<file path="src/vita_pkg.sv">
/*
 * Shared types for the VITA-49 receive framing path: flag bits, packet
 * lines, framing configuration, settings offsets and framer states
 */
package vita_pkg;

   localparam int TIME_W = 64;

   // Flags carried with every sample word, error flags in bits 4 to 1
   typedef struct packed {
      logic zerolen;
      logic overrun;
      logic brokenchain;
      logic latecmd;
      logic eob;
   } flags_t;

   // One entry of the output FIFO
   typedef struct packed {
      logic        sof;
      logic        eof;
      logic [31:0] data;
   } pkt_line_t;

   typedef struct packed {
      logic [31:0] header;
      logic [31:0] streamid;
      logic [31:0] trailer;
      logic [15:0] samples_per_pkt;
      logic [3:0]  numchan;
   } frame_cfg_t;

   // Register offsets on the settings bus, added to the block base address
   typedef enum logic [7:0] {
      SET_HEADER   = 8'd4,
      SET_STREAMID = 8'd5,
      SET_TRAILER  = 8'd6,
      SET_SAMPS    = 8'd7,
      SET_NUMCHAN  = 8'd8
   } set_addr_e;

   typedef enum logic [3:0] {
      ST_IDLE         = 4'd0,
      ST_HEADER       = 4'd1,
      ST_STREAMID     = 4'd2,
      ST_SECS         = 4'd3,
      ST_TICS         = 4'd4,
      ST_TICS2        = 4'd5,
      ST_PAYLOAD      = 4'd6,
      ST_TRAILER      = 4'd7,
      ST_ERR_HEADER   = 4'd9,
      ST_ERR_STREAMID = 4'd10,
      ST_ERR_SECS     = 4'd11,
      ST_ERR_TICS     = 4'd12,
      ST_ERR_TICS2    = 4'd13,
      ST_ERR_PAYLOAD  = 4'd14
   } frame_state_e;

endpackage

</file>
<file path="src/vita_settings.sv">
/*
 * Settings bus decode into the framing configuration registers,
 * with a pulse on stream ID writes
 */
`timescale 1ns/1ps

module vita_settings #(
   parameter int SET_BASE = 0
) (
   input  logic                 clk,
   input  logic                 arst_n_i,
   input  logic                 set_stb_i,
   input  logic [7:0]           set_addr_i,
   input  logic [31:0]          set_data_i,
   output vita_pkg::frame_cfg_t cfg_o,
   output logic                 streamid_wr_o
);

   logic [7:0] set_offset;

   // Offset relative to the block base, wraps like an 8-bit address compare
   assign set_offset = set_addr_i - 8'(SET_BASE);

   always_ff @(posedge clk or negedge arst_n_i)
   begin
      if (!arst_n_i)
      begin
         cfg_o.header          <= '0;
         cfg_o.streamid        <= '0;
         cfg_o.trailer         <= '0;
         cfg_o.samples_per_pkt <= '0;
         cfg_o.numchan         <= 4'd1;
         streamid_wr_o         <= 1'b0;
      end
      else
      begin
         streamid_wr_o <= set_stb_i && (set_offset == vita_pkg::SET_STREAMID);
         if (set_stb_i)
         begin
            case (set_offset)
               vita_pkg::SET_HEADER:   cfg_o.header          <= set_data_i;
               vita_pkg::SET_STREAMID: cfg_o.streamid        <= set_data_i;
               vita_pkg::SET_TRAILER:  cfg_o.trailer         <= set_data_i;
               vita_pkg::SET_SAMPS:    cfg_o.samples_per_pkt <= set_data_i[15:0];
               vita_pkg::SET_NUMCHAN:  cfg_o.numchan         <= set_data_i[3:0];
               default:
               begin
               end
            endcase
         end
      end
   end

endmodule

</file>
<file path="src/vita_rx_framer.sv">
/*
 * Framing state machine: wraps timestamped sample words into IF data
 * packets, or extension context packets when error flags are set
 */
`timescale 1ns/1ps

module vita_rx_framer #(
   parameter int MAX_CHAN = 4
) (
   input  logic                          clk,
   input  logic                          arst_n_i,
   input  vita_pkg::frame_cfg_t          cfg_i,
   input  logic                          streamid_wr_i,
   input  vita_pkg::flags_t              sample_flags_i,
   input  logic [vita_pkg::TIME_W-1:0]   sample_time_i,
   input  logic [32*MAX_CHAN-1:0]        sample_data_i,
   input  logic                          sample_valid_i,
   output logic                          sample_ready_o,
   output vita_pkg::pkt_line_t           line_o,
   output logic                          line_valid_o,
   input  logic                          line_ready_i
);

   vita_pkg::frame_state_e state;
   logic [3:0]  phase;
   logic [15:0] sample_ctr;
   logic [3:0]  pkt_count;
   logic        trl_eob;
   logic [31:0] chan_word;
   logic [15:0] pkt_len;
   logic        err_flags;
   logic        any_flag;
   logic        last_chan;

   assign err_flags = sample_flags_i.zerolen | sample_flags_i.overrun |
                      sample_flags_i.brokenchain | sample_flags_i.latecmd;
   assign any_flag  = err_flags | sample_flags_i.eob;
   assign last_chan = (phase == cfg_i.numchan - 4'd1);
   assign pkt_len   = cfg_i.samples_per_pkt + 16'd6;

   // Channel slot picked by the phase counter
   always_comb
   begin
      chan_word = 32'h0;
      for (int i = 0; i < MAX_CHAN; i++)
      begin
         if (phase == 4'(i))
            chan_word = sample_data_i[32*i +: 32];
      end
   end

   always_comb
   begin
      line_o.sof  = 1'b0;
      line_o.eof  = 1'b0;
      line_o.data = 32'h0;
      case (state)
         vita_pkg::ST_HEADER:
         begin
            line_o.sof  = 1'b1;
            line_o.data = {3'b000, cfg_i.header[28], 2'b01, cfg_i.header[25:20],
                           pkt_count, pkt_len};
         end
         vita_pkg::ST_STREAMID, vita_pkg::ST_ERR_STREAMID:
            line_o.data = cfg_i.streamid;
         vita_pkg::ST_SECS, vita_pkg::ST_ERR_SECS:
            line_o.data = sample_time_i[vita_pkg::TIME_W-1 -: 32];
         vita_pkg::ST_TICS2, vita_pkg::ST_ERR_TICS2:
            line_o.data = sample_time_i[31:0];
         vita_pkg::ST_PAYLOAD:
            line_o.data = chan_word;
         vita_pkg::ST_TRAILER:
         begin
            line_o.eof  = 1'b1;
            line_o.data = {cfg_i.trailer[31:21], 1'b1, cfg_i.trailer[19:9], trl_eob, 8'h00};
         end
         // Extension context packet, no trailer
         vita_pkg::ST_ERR_HEADER:
         begin
            line_o.sof  = 1'b1;
            line_o.data = {8'h50, cfg_i.header[23:20], pkt_count, 16'd6};
         end
         vita_pkg::ST_ERR_PAYLOAD:
         begin
            line_o.eof  = 1'b1;
            line_o.data = {27'd0, sample_flags_i};
         end
         default:
         begin
         end
      endcase
   end

   // Error samples never go into a data payload
   assign line_valid_o = (state != vita_pkg::ST_IDLE) &&
                         ((state != vita_pkg::ST_PAYLOAD) || (sample_valid_i && !err_flags));

   assign sample_ready_o = line_ready_i &&
                           (((state == vita_pkg::ST_PAYLOAD) && last_chan && !err_flags) ||
                            (state == vita_pkg::ST_ERR_PAYLOAD));

   always_ff @(posedge clk or negedge arst_n_i)
   begin
      if (!arst_n_i)
         pkt_count <= 4'd0;
      else if (streamid_wr_i)
         pkt_count <= 4'd0;
      else if ((state == vita_pkg::ST_TRAILER) && line_ready_i)
         pkt_count <= pkt_count + 4'd1;
   end

   always_ff @(posedge clk or negedge arst_n_i)
   begin
      if (!arst_n_i)
      begin
         state      <= vita_pkg::ST_IDLE;
         phase      <= 4'd0;
         sample_ctr <= 16'd0;
         trl_eob    <= 1'b0;
      end
      else if (state == vita_pkg::ST_IDLE)
      begin
         phase      <= 4'd0;
         sample_ctr <= 16'd1;
         trl_eob    <= 1'b0;
         if (sample_valid_i)
            state <= err_flags ? vita_pkg::ST_ERR_HEADER : vita_pkg::ST_HEADER;
      end
      else if ((state == vita_pkg::ST_PAYLOAD) && sample_valid_i && err_flags)
         // Close the data packet, the error sample is picked up again from idle
         state <= vita_pkg::ST_TRAILER;
      else if (line_ready_i)
      begin
         case (state)
            vita_pkg::ST_HEADER:
               state <= cfg_i.header[28] ? vita_pkg::ST_STREAMID : vita_pkg::ST_SECS;
            vita_pkg::ST_STREAMID:     state <= vita_pkg::ST_SECS;
            vita_pkg::ST_SECS:         state <= vita_pkg::ST_TICS;
            vita_pkg::ST_TICS:         state <= vita_pkg::ST_TICS2;
            vita_pkg::ST_TICS2:        state <= vita_pkg::ST_PAYLOAD;
            vita_pkg::ST_PAYLOAD:
            begin
               if (sample_valid_i)
               begin
                  if (last_chan)
                  begin
                     phase      <= 4'd0;
                     sample_ctr <= sample_ctr + 16'd1;
                     trl_eob    <= sample_flags_i.eob;
                     if ((sample_ctr == cfg_i.samples_per_pkt) || any_flag)
                        state <= vita_pkg::ST_TRAILER;
                  end
                  else
                     phase <= phase + 4'd1;
               end
            end
            vita_pkg::ST_ERR_HEADER:   state <= vita_pkg::ST_ERR_STREAMID;
            vita_pkg::ST_ERR_STREAMID: state <= vita_pkg::ST_ERR_SECS;
            vita_pkg::ST_ERR_SECS:     state <= vita_pkg::ST_ERR_TICS;
            vita_pkg::ST_ERR_TICS:     state <= vita_pkg::ST_ERR_TICS2;
            vita_pkg::ST_ERR_TICS2:    state <= vita_pkg::ST_ERR_PAYLOAD;
            default:                   state <= vita_pkg::ST_IDLE;
         endcase
      end
   end

endmodule

</file>
<file path="src/pkt_fifo.sv">
/*
 * Short synchronous FIFO of packet lines, ready/valid on both sides
 */
`timescale 1ns/1ps

module pkt_fifo #(
   parameter int FIFO_DEPTH_LOG2 = 4
) (
   input  logic                clk,
   input  logic                arst_n_i,
   input  vita_pkg::pkt_line_t wr_line_i,
   input  logic                wr_valid_i,
   output logic                wr_ready_o,
   output vita_pkg::pkt_line_t rd_line_o,
   output logic                rd_valid_o,
   input  logic                rd_ready_i
);

   localparam int DEPTH = 2 ** FIFO_DEPTH_LOG2;

   vita_pkg::pkt_line_t mem [DEPTH];
   logic [FIFO_DEPTH_LOG2-1:0] wr_ptr;
   logic [FIFO_DEPTH_LOG2-1:0] rd_ptr;
   logic [FIFO_DEPTH_LOG2:0]   count;
   logic                       do_wr;
   logic                       do_rd;

   assign rd_valid_o = (count != '0);
   // A full buffer still takes a line when the head leaves on the same edge
   assign wr_ready_o = (count != (FIFO_DEPTH_LOG2+1)'(DEPTH)) || rd_ready_i;
   assign do_wr      = wr_valid_i && wr_ready_o;
   assign do_rd      = rd_valid_o && rd_ready_i;
   assign rd_line_o  = mem[rd_ptr];

   always_ff @(posedge clk)
   begin
      if (do_wr)
         mem[wr_ptr] <= wr_line_i;
   end

   always_ff @(posedge clk or negedge arst_n_i)
   begin
      if (!arst_n_i)
      begin
         wr_ptr <= '0;
         rd_ptr <= '0;
         count  <= '0;
      end
      else
      begin
         if (do_wr)
            wr_ptr <= wr_ptr + 1'b1;
         if (do_rd)
            rd_ptr <= rd_ptr + 1'b1;
         if (do_wr && !do_rd)
            count <= count + 1'b1;
         else if (do_rd && !do_wr)
            count <= count - 1'b1;
      end
   end

endmodule

</file>
<file path="src/vita_rx_top.sv">
/*
 * Receive framing top level: settings decode, framer and output FIFO
 */
`timescale 1ns/1ps

module vita_rx_top #(
   parameter int SET_BASE        = 0,
   parameter int MAX_CHAN        = 4,
   parameter int FIFO_DEPTH_LOG2 = 4
) (
   input  logic                        clk,
   input  logic                        arst_n_i,
   input  logic                        set_stb_i,
   input  logic [7:0]                  set_addr_i,
   input  logic [31:0]                 set_data_i,
   input  vita_pkg::flags_t            sample_flags_i,
   input  logic [vita_pkg::TIME_W-1:0] sample_time_i,
   input  logic [32*MAX_CHAN-1:0]      sample_data_i,
   input  logic                        sample_valid_i,
   output logic                        sample_ready_o,
   output vita_pkg::pkt_line_t         line_o,
   output logic                        line_valid_o,
   input  logic                        line_ready_i
);

   vita_pkg::frame_cfg_t cfg;
   vita_pkg::pkt_line_t  wr_line;
   logic                 streamid_wr;
   logic                 wr_valid;
   logic                 wr_ready;

   vita_settings #(.SET_BASE(SET_BASE)) u_settings (
      .clk(clk), .arst_n_i(arst_n_i),
      .set_stb_i(set_stb_i), .set_addr_i(set_addr_i), .set_data_i(set_data_i),
      .cfg_o(cfg), .streamid_wr_o(streamid_wr)
   );

   vita_rx_framer #(.MAX_CHAN(MAX_CHAN)) u_framer (
      .clk(clk), .arst_n_i(arst_n_i), .cfg_i(cfg), .streamid_wr_i(streamid_wr),
      .sample_flags_i(sample_flags_i), .sample_time_i(sample_time_i),
      .sample_data_i(sample_data_i), .sample_valid_i(sample_valid_i),
      .sample_ready_o(sample_ready_o),
      .line_o(wr_line), .line_valid_o(wr_valid), .line_ready_i(wr_ready)
   );

   pkt_fifo #(.FIFO_DEPTH_LOG2(FIFO_DEPTH_LOG2)) u_fifo (
      .clk(clk), .arst_n_i(arst_n_i),
      .wr_line_i(wr_line), .wr_valid_i(wr_valid), .wr_ready_o(wr_ready),
      .rd_line_o(line_o), .rd_valid_o(line_valid_o), .rd_ready_i(line_ready_i)
   );

endmodule

</file>
<file path="config.mk">
export PLATFORM = sky130hd
export DESIGN_NAME = vita_rx_top
export DESIGN_NICKNAME = d
export VERILOG_FILES = /design/src/vita_pkg.sv /design/src/vita_settings.sv /design/src/vita_rx_framer.sv /design/src/pkt_fifo.sv /design/src/vita_rx_top.sv
export SDC_FILE = /design/constraint.sdc
export NUM_CORES = 1
export LEC_CHECK = 0
export BUFFER_PORTS_ARGS = -buffer_cell sky130_fd_sc_hd__clkbuf_2
export CORE_MARGIN = 4
export CORE_UTILIZATION = 25
export DETAILED_ROUTE_END_ITERATION = 6
export GPL_ROUTABILITY_DRIVEN = 0
export HOLD_SLACK_MARGIN = 0.06
export PLACE_DENSITY = 0.39
export SLEW_MARGIN = 20
export SYNTH_ARGS = -nofsm -noshare
export SYNTH_HDL_FRONTEND = slang
export SYNTH_HIERARCHICAL = 1
export SYNTH_SLANG_ARGS = --single-unit
</file>
<file path="constraint.sdc">
create_clock -name clk -period 5.5 [get_ports clk]
set_clock_uncertainty 0.15 [all_clocks]
set_input_delay 0.55 -clock clk [delete_from_list [all_inputs] [get_ports clk]]
set_output_delay 0.55 -clock clk [all_outputs]
set_load 0.02 [all_outputs]
</file>
* Yosys cells after proc, flatten, opt, wreduce, memory -nomap -nowiden *
Memories as Yosys holds them, arrays and structs flattened.
Cells that the tools add are included.

operators by class
  multiplexer cells = 41
  $lt $le $gt $ge = 0
  multipliers = 0
  divide/modulo/power cells = 0
  equality and inequality tests = 30
  bitwise operators = 4
  shifts and indexed selects = 0
  reductions and logical operators = 44
  add/subtract/negate cells = 9

operators by type and width
  kind                   number
  $pmux 32 s8            1
  $mux 32                4
  $mux 16                6
  $mux 4                 16
  $pmux 4 s11            1
  $eq 8x3->1 const B     4
  $eq 4x4->1 const B     6
  $add 16x1->16 const B  1
  $add 16x3->16 const B  1
  $add 4x1->4 const B    4
  $eq 16x16->1           1
  $eq 4x2->1 const B     4
  $eq 4x3->1 const B     4
  $logic_and 1x1->1      13
  $reduce_bool 2->1      6
  $mux 1                 11
  $mux 5                 2
  $reduce_and 2->1       5
  $reduce_and 5->1       2
  $reduce_or 2->1        5
  $eq 4x1->1 const B     2
  $eq 8x4->1 const B     1
  $logic_not 4->1        2
  $ne 4x3->1 const B     2
  15 further kinds       24

storage, ports and cells
  bits of input ports = 242
  bits in latches = 0
  memories kept = 1
  output and inout bits = 36
  bits in writable memories = 544
  register bits = 156
  bits in read-only memories = 0
  word-level logic and storage cells = 143

memory list
  name        depth  bits a word  rd ports  clocked after memory_dff  wr ports  line            RTL
  u_fifo.mem  16     34           1         0                         1         pkt_fifo.sv:21  vita_pkg::pkt_line_t mem [DEPTH];

* Longest topological paths before layout *
Gate-level depths: netlist of run 1.

  word-level depth = 12
  gate-level depth with buffers = 14
  gate-level depth less buffers = 13

* Modules after synthesis *
Netlist of run 1, hierarchy kept.

by module, submodules not included
  module          cells each  instances  seq. area each (um^2)  area an instance (um^2)
  pkt_fifo        1066        1          16661.0                21672.0
  vita_settings   253         1          2929.1                 4635.7
  vita_rx_framer  605         1          725.7                  4311.6

* Worst setup path after synthesis of run 1 *
No wires, ideal clock.

  path type = input -> register
  from = input port sample_flags_i[1] in the netlist's numbering
  to = memory u_fifo/mem[3][0] in the netlist's numbering (enable)
  setup time = 0.467 ns
  required time = 4.883 ns
  path buffers = 1
  slack = 0.546 ns
  arrival = 4.337 ns
  stages = 9
  cells stage by stage = or4_1 buf_2 nor2_1 nor2_1 nor2_1 inv_1 a31oi_2 nand2_1 nor3_1

between the ends
  word-level cells in the longest chain between the ends = 8

ends and longest elaborated chain
  element                       line                  RTL
  from (decl)                   vita_rx_top.sv:16     input vita_pkg::flags_t sample_flags_i,
  $or 1x1->1                    vita_rx_framer.sv:36  sample_flags_i.brokenchain | sample_flags_i.latecmd;
  $logic_not 1->1               vita_rx_framer.sv:96  ((state != vita_pkg::ST_PAYLOAD) || (sample_valid_i && !err_flags));
  $logic_and 1x1->1             vita_rx_framer.sv:96
  $logic_or 1x1->1              vita_rx_framer.sv:96
  $logic_and 1x1->1             vita_rx_framer.sv:95  assign line_valid_o = (state != vita_pkg::ST_IDLE) &&
  named net wr_valid            vita_rx_top.sv:29     logic wr_valid;
  $logic_and 1x1->1             pkt_fifo.sv:31        assign do_wr = wr_valid_i && wr_ready_o;
  named net u_fifo.do_wr        pkt_fifo.sv:25        logic do_wr;
  $mux 1                        pkt_fifo.sv:37        if (do_wr)
  $mux 1 (implied by the code)  pkt_fifo.sv:38        mem[wr_ptr] <= wr_line_i;
  to (decl)                     pkt_fifo.sv:21

The timed path passes the listed nets, and every way through them passes these cells.

==> run metrics, run 1 <==
outcome=complete, no violations; Critical Path AT=3.68 ns; global-route wire length before repair=136,000 um; max incr delay on CP=0.72 ns; Reg2Reg Setup Slack=1.59 ns; CTS tree=yes; initial antenna violation count=11; CP Launch Type=register; post-CTS sizing=0; via-per-instance ratio=4.82; synthesis-to-finish area growth=20.5%; met3 WL post-DR=4900 um; Syn Inst Count=1,852; hold path depth=2; Critical Path RT=4.80 ns; Post-Syn Area=29,300 um2; crit path max fanout=48; Starting DRT DRC Count=1,258; H-tree levels=3; Pre-antenna DRT Iters=5; Worst Hold Class=in -> reg; DRC viols=0; Antenna Nets Post-Route=0; Slowest-stage cell, CP=dfrtp_4; Routed WL=94,500 um; commonest non-fill, non-tap cells in the layout=544 x edfxtp_1, 276 x clkbuf_2, 153 x mux2i_1; Power per Cell Area=557 nW/um2; synth warn=6; CTS Buf Count=76; clk buf depth=3; Max Freq=228 MHz; R2R cell count=5; syn nets=2,112; Die Wd=350 um; nets=2,431; HPWL Detailed=63,300 um; post-layout worst setup margin=1.12 ns; overall routing resource usage=15.2%; Fin Hold WS=0.113 ns; r2r startpoint=u_framer/state[2]; crit-path cells=and2_2 > buf_4 > a221oi_1 > a22oi_1 > nand2_1 > clkbuf_2; leading cell type in the layout, fill and taps excluded=edfxtp_1; Final Hold Viols=0; clock root buffer=clkbuf_16; Setup Viol. Count Final=0; RSZ-0062 raised after global routing=false; maximum VDD drop=306 uV; total die area=123,000 um2; leakage=13.1 nW; TNS Setup=0 ns; Met2 Wirelength=45,500 um; Final Max Tran Viols=0; Worst Hold End=u_settings/cfg_o[32]; # clock sinks=668; Hold Startpoint=set_data_i[12]; Overflow after GRT=0; Reg-to-Reg End=u_fifo/mem[12][13]; Rel. slew slack=27.4%; Period minus WS final=4.38 ns; share of cells above drive strength 1=30.3%; I/O Buffers=277; CP Class=reg -> out; vias in the first global route=19,200; via count=18,100; post-placement cell area=32,600 um2; final instance area=35,300 um2; number of max-cap violations=0; top sig layer=met5; CP Buf/Inv Count=2; largest net degree at the start of global routing=92; cell family with most CP delay=buffers and inverters; Initial Utilization=25.2%; critical path capture point type=primary output; M1 wire length=41,500 um; syn_area_per_cell=15.8 um2; WL/cell=25.2 um; worst slack, placed=1.49 ns; I/O Pins=278; Worst Tran Pin Value=1.09 ns; die height=350 um; Clk Latency, worst-skew pair=0.61 ns; Reg clk slew, reported paths=0.06 ns; Core Region=116,000 um2; period utilization=79.7%; row count=125
state kept, by name, indices dropped and copies added, names as in the netlist, 4 cells and up:
| name | flops |
|---|---|
| u_framer/pkt_count | 4 |
| u_fifo/count | 5 |
| u_framer/sample_ctr | 16 |
| u_framer/state | 4 |
| u_fifo/mem | 544 |
| u_settings/cfg_o | 81 |
| u_fifo/rd_ptr | 4 |
| u_framer/phase | 4 |
| u_fifo/wr_ptr | 4 |
layer usage:
metal  vias up  global-route usage, %
li1       8080                      -
met1      9297                   20.1
met2       554                   25.6
met3       146                   2.88
met4        14                   4.39
met5         -                      0
how the worst max path moves through the flow:
stage	from	depth (start not counted)	end
2_1_floorplan	sample_flags_i[1]	9	u_fifo/mem[3][0]
3_3_place_gp	u_framer/state[2]	4	u_fifo/mem[12][4]
3_5_place_dp	sample_flags_i[1]	10	u_fifo/mem[5][10]
4_1_cts	u_fifo/rd_ptr[1]	6	line_o[13]
5_1_grt	u_fifo/rd_ptr[1]	6	line_o[0]
6_report	u_fifo/rd_ptr[1]	6	line_o[13]
per-stage QoR:
| step | cells | power [mW] | utilization [%] |
|---|---|---|---|
| 3_3_place_gp | 3592 | 14.9 | 28.0 |
| 2_1_floorplan | 1852 | 11.9 | - |
| 5_1_grt | 3753 | 20.8 | 30.4 |
| 3_5_place_dp | 3592 | 15.0 | 28.0 |
| 6_report | 3753 | 19.7 | 30.4 |
| 4_1_cts | 3752 | 20.1 | 30.3 |
cell type report:
cell class,instances,area [um2]
clock buffers,95,2000
fillers,11600,80900
flip-flops and latches,668,19500
multi-input cells,1040,9280
repair buffers,364,2160
clock inverters,40,400
inverters,21,78.8
diodes,1,2.50
well taps,1524,1910
what timing repair did:
| item | CTS | global route |
|---|---|---|
| buffers inserted | 0 | 0 |
| hold buffers | 25 | 0 |
| hold endpoints to repair | 148 | 0 |
where the power goes:
part | switching [mW] | internal (mW)
Clock | 2.04 | 2.92
Sequential | 0.571 | 7.08
Combinational | 4.72 | 2.33
Power figures use the tool's default switching activity.
==> inputs of run 2 (changes only) <==
Settings changed: ABC_AREA set to 1, PLACE_DENSITY 0.39 to 0.4.
Clock period 5.5 ns to 4 ns, I/O delays scaled along.
==> run 2 against run 1 <==
  * Critical path depth rose by 3
  * Worst hold slack gained 0.013 ns
  * Setup slack got worse by 0.66 ns
  * Largest power group is now combinational logic
  * Global-route usage up 1.3 points
  * Critical path type unchanged
  * Synthesized area up 8.4%
  * First-iteration DRC count increased by 41%
  * Routed wire length increased by 17%
  * Sequential share of layout area shrank 4.2 points
  * Highest routed layer is now met4
  * Clock-buffer cell count rose by 5
==> run metrics, run 2 <==
RSZ-0062 raised after global routing=false (unchanged); crit path max fanout=39 (was 48); hold path depth=5 (was 2); post-placement cell area=35,400 um2 (was 32,600 um2); Critical Path AT=2.99 ns (was 3.68 ns); Power per Cell Area=728 nW/um2 (was 557 nW/um2); Setup Viol. Count Final=0 (unchanged); WL/cell=20.0 um (was 25.2 um); clock root buffer=clkbuf_16 (unchanged); share of cells above drive strength 1=14.3% (was 30.3%); max incr delay on CP=0.80 ns (was 0.72 ns); postcts setup bufs=0 (unchanged); I/O Buffers=277 (unchanged); largest net degree at the start of global routing=145 (was 92); Die Wd=364 um (was 350 um); CTS tree=yes (unchanged); syn_area_per_cell=9.03 um2 (was 15.8 um2); nets=4,096 (was 2,431); Reg clk slew, reported paths=0.06 ns (about the same); Clk Latency, worst-skew pair=0.63 ns (was 0.61 ns); CP Class=reg -> out (unchanged); Initial Utilization=25.2% (about the same); total die area=133,000 um2 (was 123,000 um2); commonest non-fill, non-tap cells in the layout=1,380 x nand2_1, 544 x edfxtp_1, 375 x nand3_1 (was 544 x edfxtp_1, 276 x clkbuf_2, 153 x mux2i_1); die height=364 um (was 350 um); via-per-instance ratio=4.40 (was 4.82); row count=130 (was 125); Antenna Nets Post-Route=0 (unchanged); Post-Place Cells=5,371 (was 3,592); R2R cell count=10 (was 5); Layout Cells excl Fill=5,545 (was 3,753); final instance area=38,200 um2 (was 35,300 um2); TNS Setup=0 ns (unchanged); maximum VDD drop=565 uV (was 306 uV); leading cell type in the layout, fill and taps excluded=nand2_1 (was edfxtp_1); max reg flops=544 (unchanged); Final Max Tran Viols=0 (unchanged); vias in the first global route=23,700 (was 19,200); Rel. slew slack=38.1% (was 27.4%); CTS Buf Count=78 (was 76); Largest regs=u_fifo/mem x544, u_settings/cfg_o x81, u_framer/sample_ctr x16 (unchanged); clk buf depth=3 (unchanged); overall routing resource usage=16.5% (was 15.2%); CP Buf/Inv Count=3 (was 2); global-route wire length before repair=164,000 um (was 136,000 um); Slowest-stage cell, CP=dfrtp_4 (unchanged); number of max-cap violations=0 (unchanged); Syn Inst Count=3,517 (was 1,852); via count=24,400 (was 18,100); HPWL Detailed=72,200 um (was 63,300 um); critical path capture point type=primary output (unchanged); post-CTS sizing=0 (unchanged); Worst Tran Pin Value=0.928 ns (was 1.09 ns); Period minus WS final=3.54 ns; CP Depth=9 (was 6); Overflow after GRT=0 (unchanged); Worst Hold Class=in -> reg (unchanged); Starting DRT DRC Count=1,768 (was 1,258); CP Launch Type=register (unchanged); cell family with most CP delay=buffers and inverters (unchanged); DRC viols=0 (unchanged); most flop-heavy register=u_fifo/mem (unchanged); Critical Path RT=3.45 ns (was 4.80 ns); crit-path cells=nand2_1 > inv_2 > buf_12 > nand2_1 > nor2_1 > nor2_1 > nand2_1 > nand2_1 > clkbuf_2 (was and2_2 > buf_4 > a221oi_1 > a22oi_1 > nand2_1 > clkbuf_2); leakage=16.9 nW (was 13.1 nW); Max Freq=283 MHz; worst slack, placed=0.714 ns (was 1.49 ns); post-layout worst setup margin=0.463 ns (was 1.12 ns); Pre-antenna DRT Iters=5 (unchanged); Routed WL=111,000 um (was 94,500 um); H-tree levels=3 (unchanged); initial antenna violation count=2 (was 11); syn nets=3,777 (was 2,112); CP most frequent cell=nand2_1; Final Hold Viols=0 (unchanged); I/O Pins=278 (unchanged); synth warn=6 (unchanged); Post-Syn Area=31,700 um2 (was 29,300 um2); Core Region=126,000 um2 (was 116,000 um2); # clock sinks=668 (unchanged); synthesis-to-finish area growth=20.2% (was 20.5%); period utilization=88.4%; outcome=complete, no violations (unchanged)
==> run 2: changes by cell type in the layout (fill, tap and decap cells not counted), moves of 29 or more <==
| cell | previous run | this run |
|---|---|---|
| inv_1 | 18 | 310 |
| a21oi_1 | 75 | 26 |
| a221oi_1 | 89 | 11 |
| mux2_4 | 31 | 0 |
| nand3_1 | 23 | 375 |
| nor2_1 | 55 | 278 |
| nand2_1 | 83 | 1380 |
| a22oi_1 | 43 | 1 |
| buf_4 | 58 | 87 |
| mux4_2 | 68 | 0 |
| mux2_2 | 58 | 0 |
| mux2i_1 | 153 | 0 |
==> run 2: metrics by stage <==
| step | hold slack (ns) | utilization, % | total power, mW |
|---|---|---|---|
| floorplan | -0.0456 | - | 16.5 |
| global placement | 0.304 | 28.1 | 21.3 |
| detailed placement | 0.308 | 28.1 | 21.3 |
| CTS | 0.0890 | 30.3 | 28.4 |
| global route | 0.136 | 30.3 | 29.7 |
| finish | 0.126 | 30.3 | 27.8 |
==> run 2: repair_timing <==
item	in CTS	in global routing
endpoints found under the setup margin	0	0
endpoints found under the hold margin	168	0
hold buffers	35	0
==> run 2: final timing paths <==
kind / start / to / slack (ns)
min in group asynchronous: arst_n_i / u_settings/cfg_o[57] / 0.31
hold reg to reg: u_settings/cfg_o[60] / u_settings/cfg_o[60] / 0.32
hold / removal: set_stb_i / u_settings/cfg_o[0] / 0.13
setup / recovery: u_fifo/rd_ptr[1] / line_o[17] / 0.46
max in group asynchronous: arst_n_i / u_settings/cfg_o[79] / 2.61
setup reg to reg: u_framer/phase[1] / u_fifo/mem[7][20] / 0.67
==> run 2: layout make-up <==
type	count	area (um2)
antenna	1	2.50
fill	13300	87700
timing repair buffer	410	2620
inverter	331	1250
sequential	668	19400
clock inverter	38	305
clock buffer	100	2140
tap	1650	2060
multi-input combinational	2347	10300
==> run 2: worst min-delay path: cells and delay by family <==
family / cells / cell delay [ns]
and+or+nand+nor: 4 / 0.39
buffers and inverters: 1 / 0.10
==> run 2: power breakdown <==
group | internal (mW) | switching, mW
clock | 4.03 | 2.92
combinational | 2.72 | 7.97
sequential | 9.67 | 0.467
total | 16.4 | 11.4
==> run 2: per-layer routing <==
layer  wire length, um  vias up  track usage, %
li1                  -    12100               -
met1             51900    11600            22.9
met2             52200      561            27.6
met3              4690      110            2.21
met4              1980        0            3.68
met5                 0        -               0
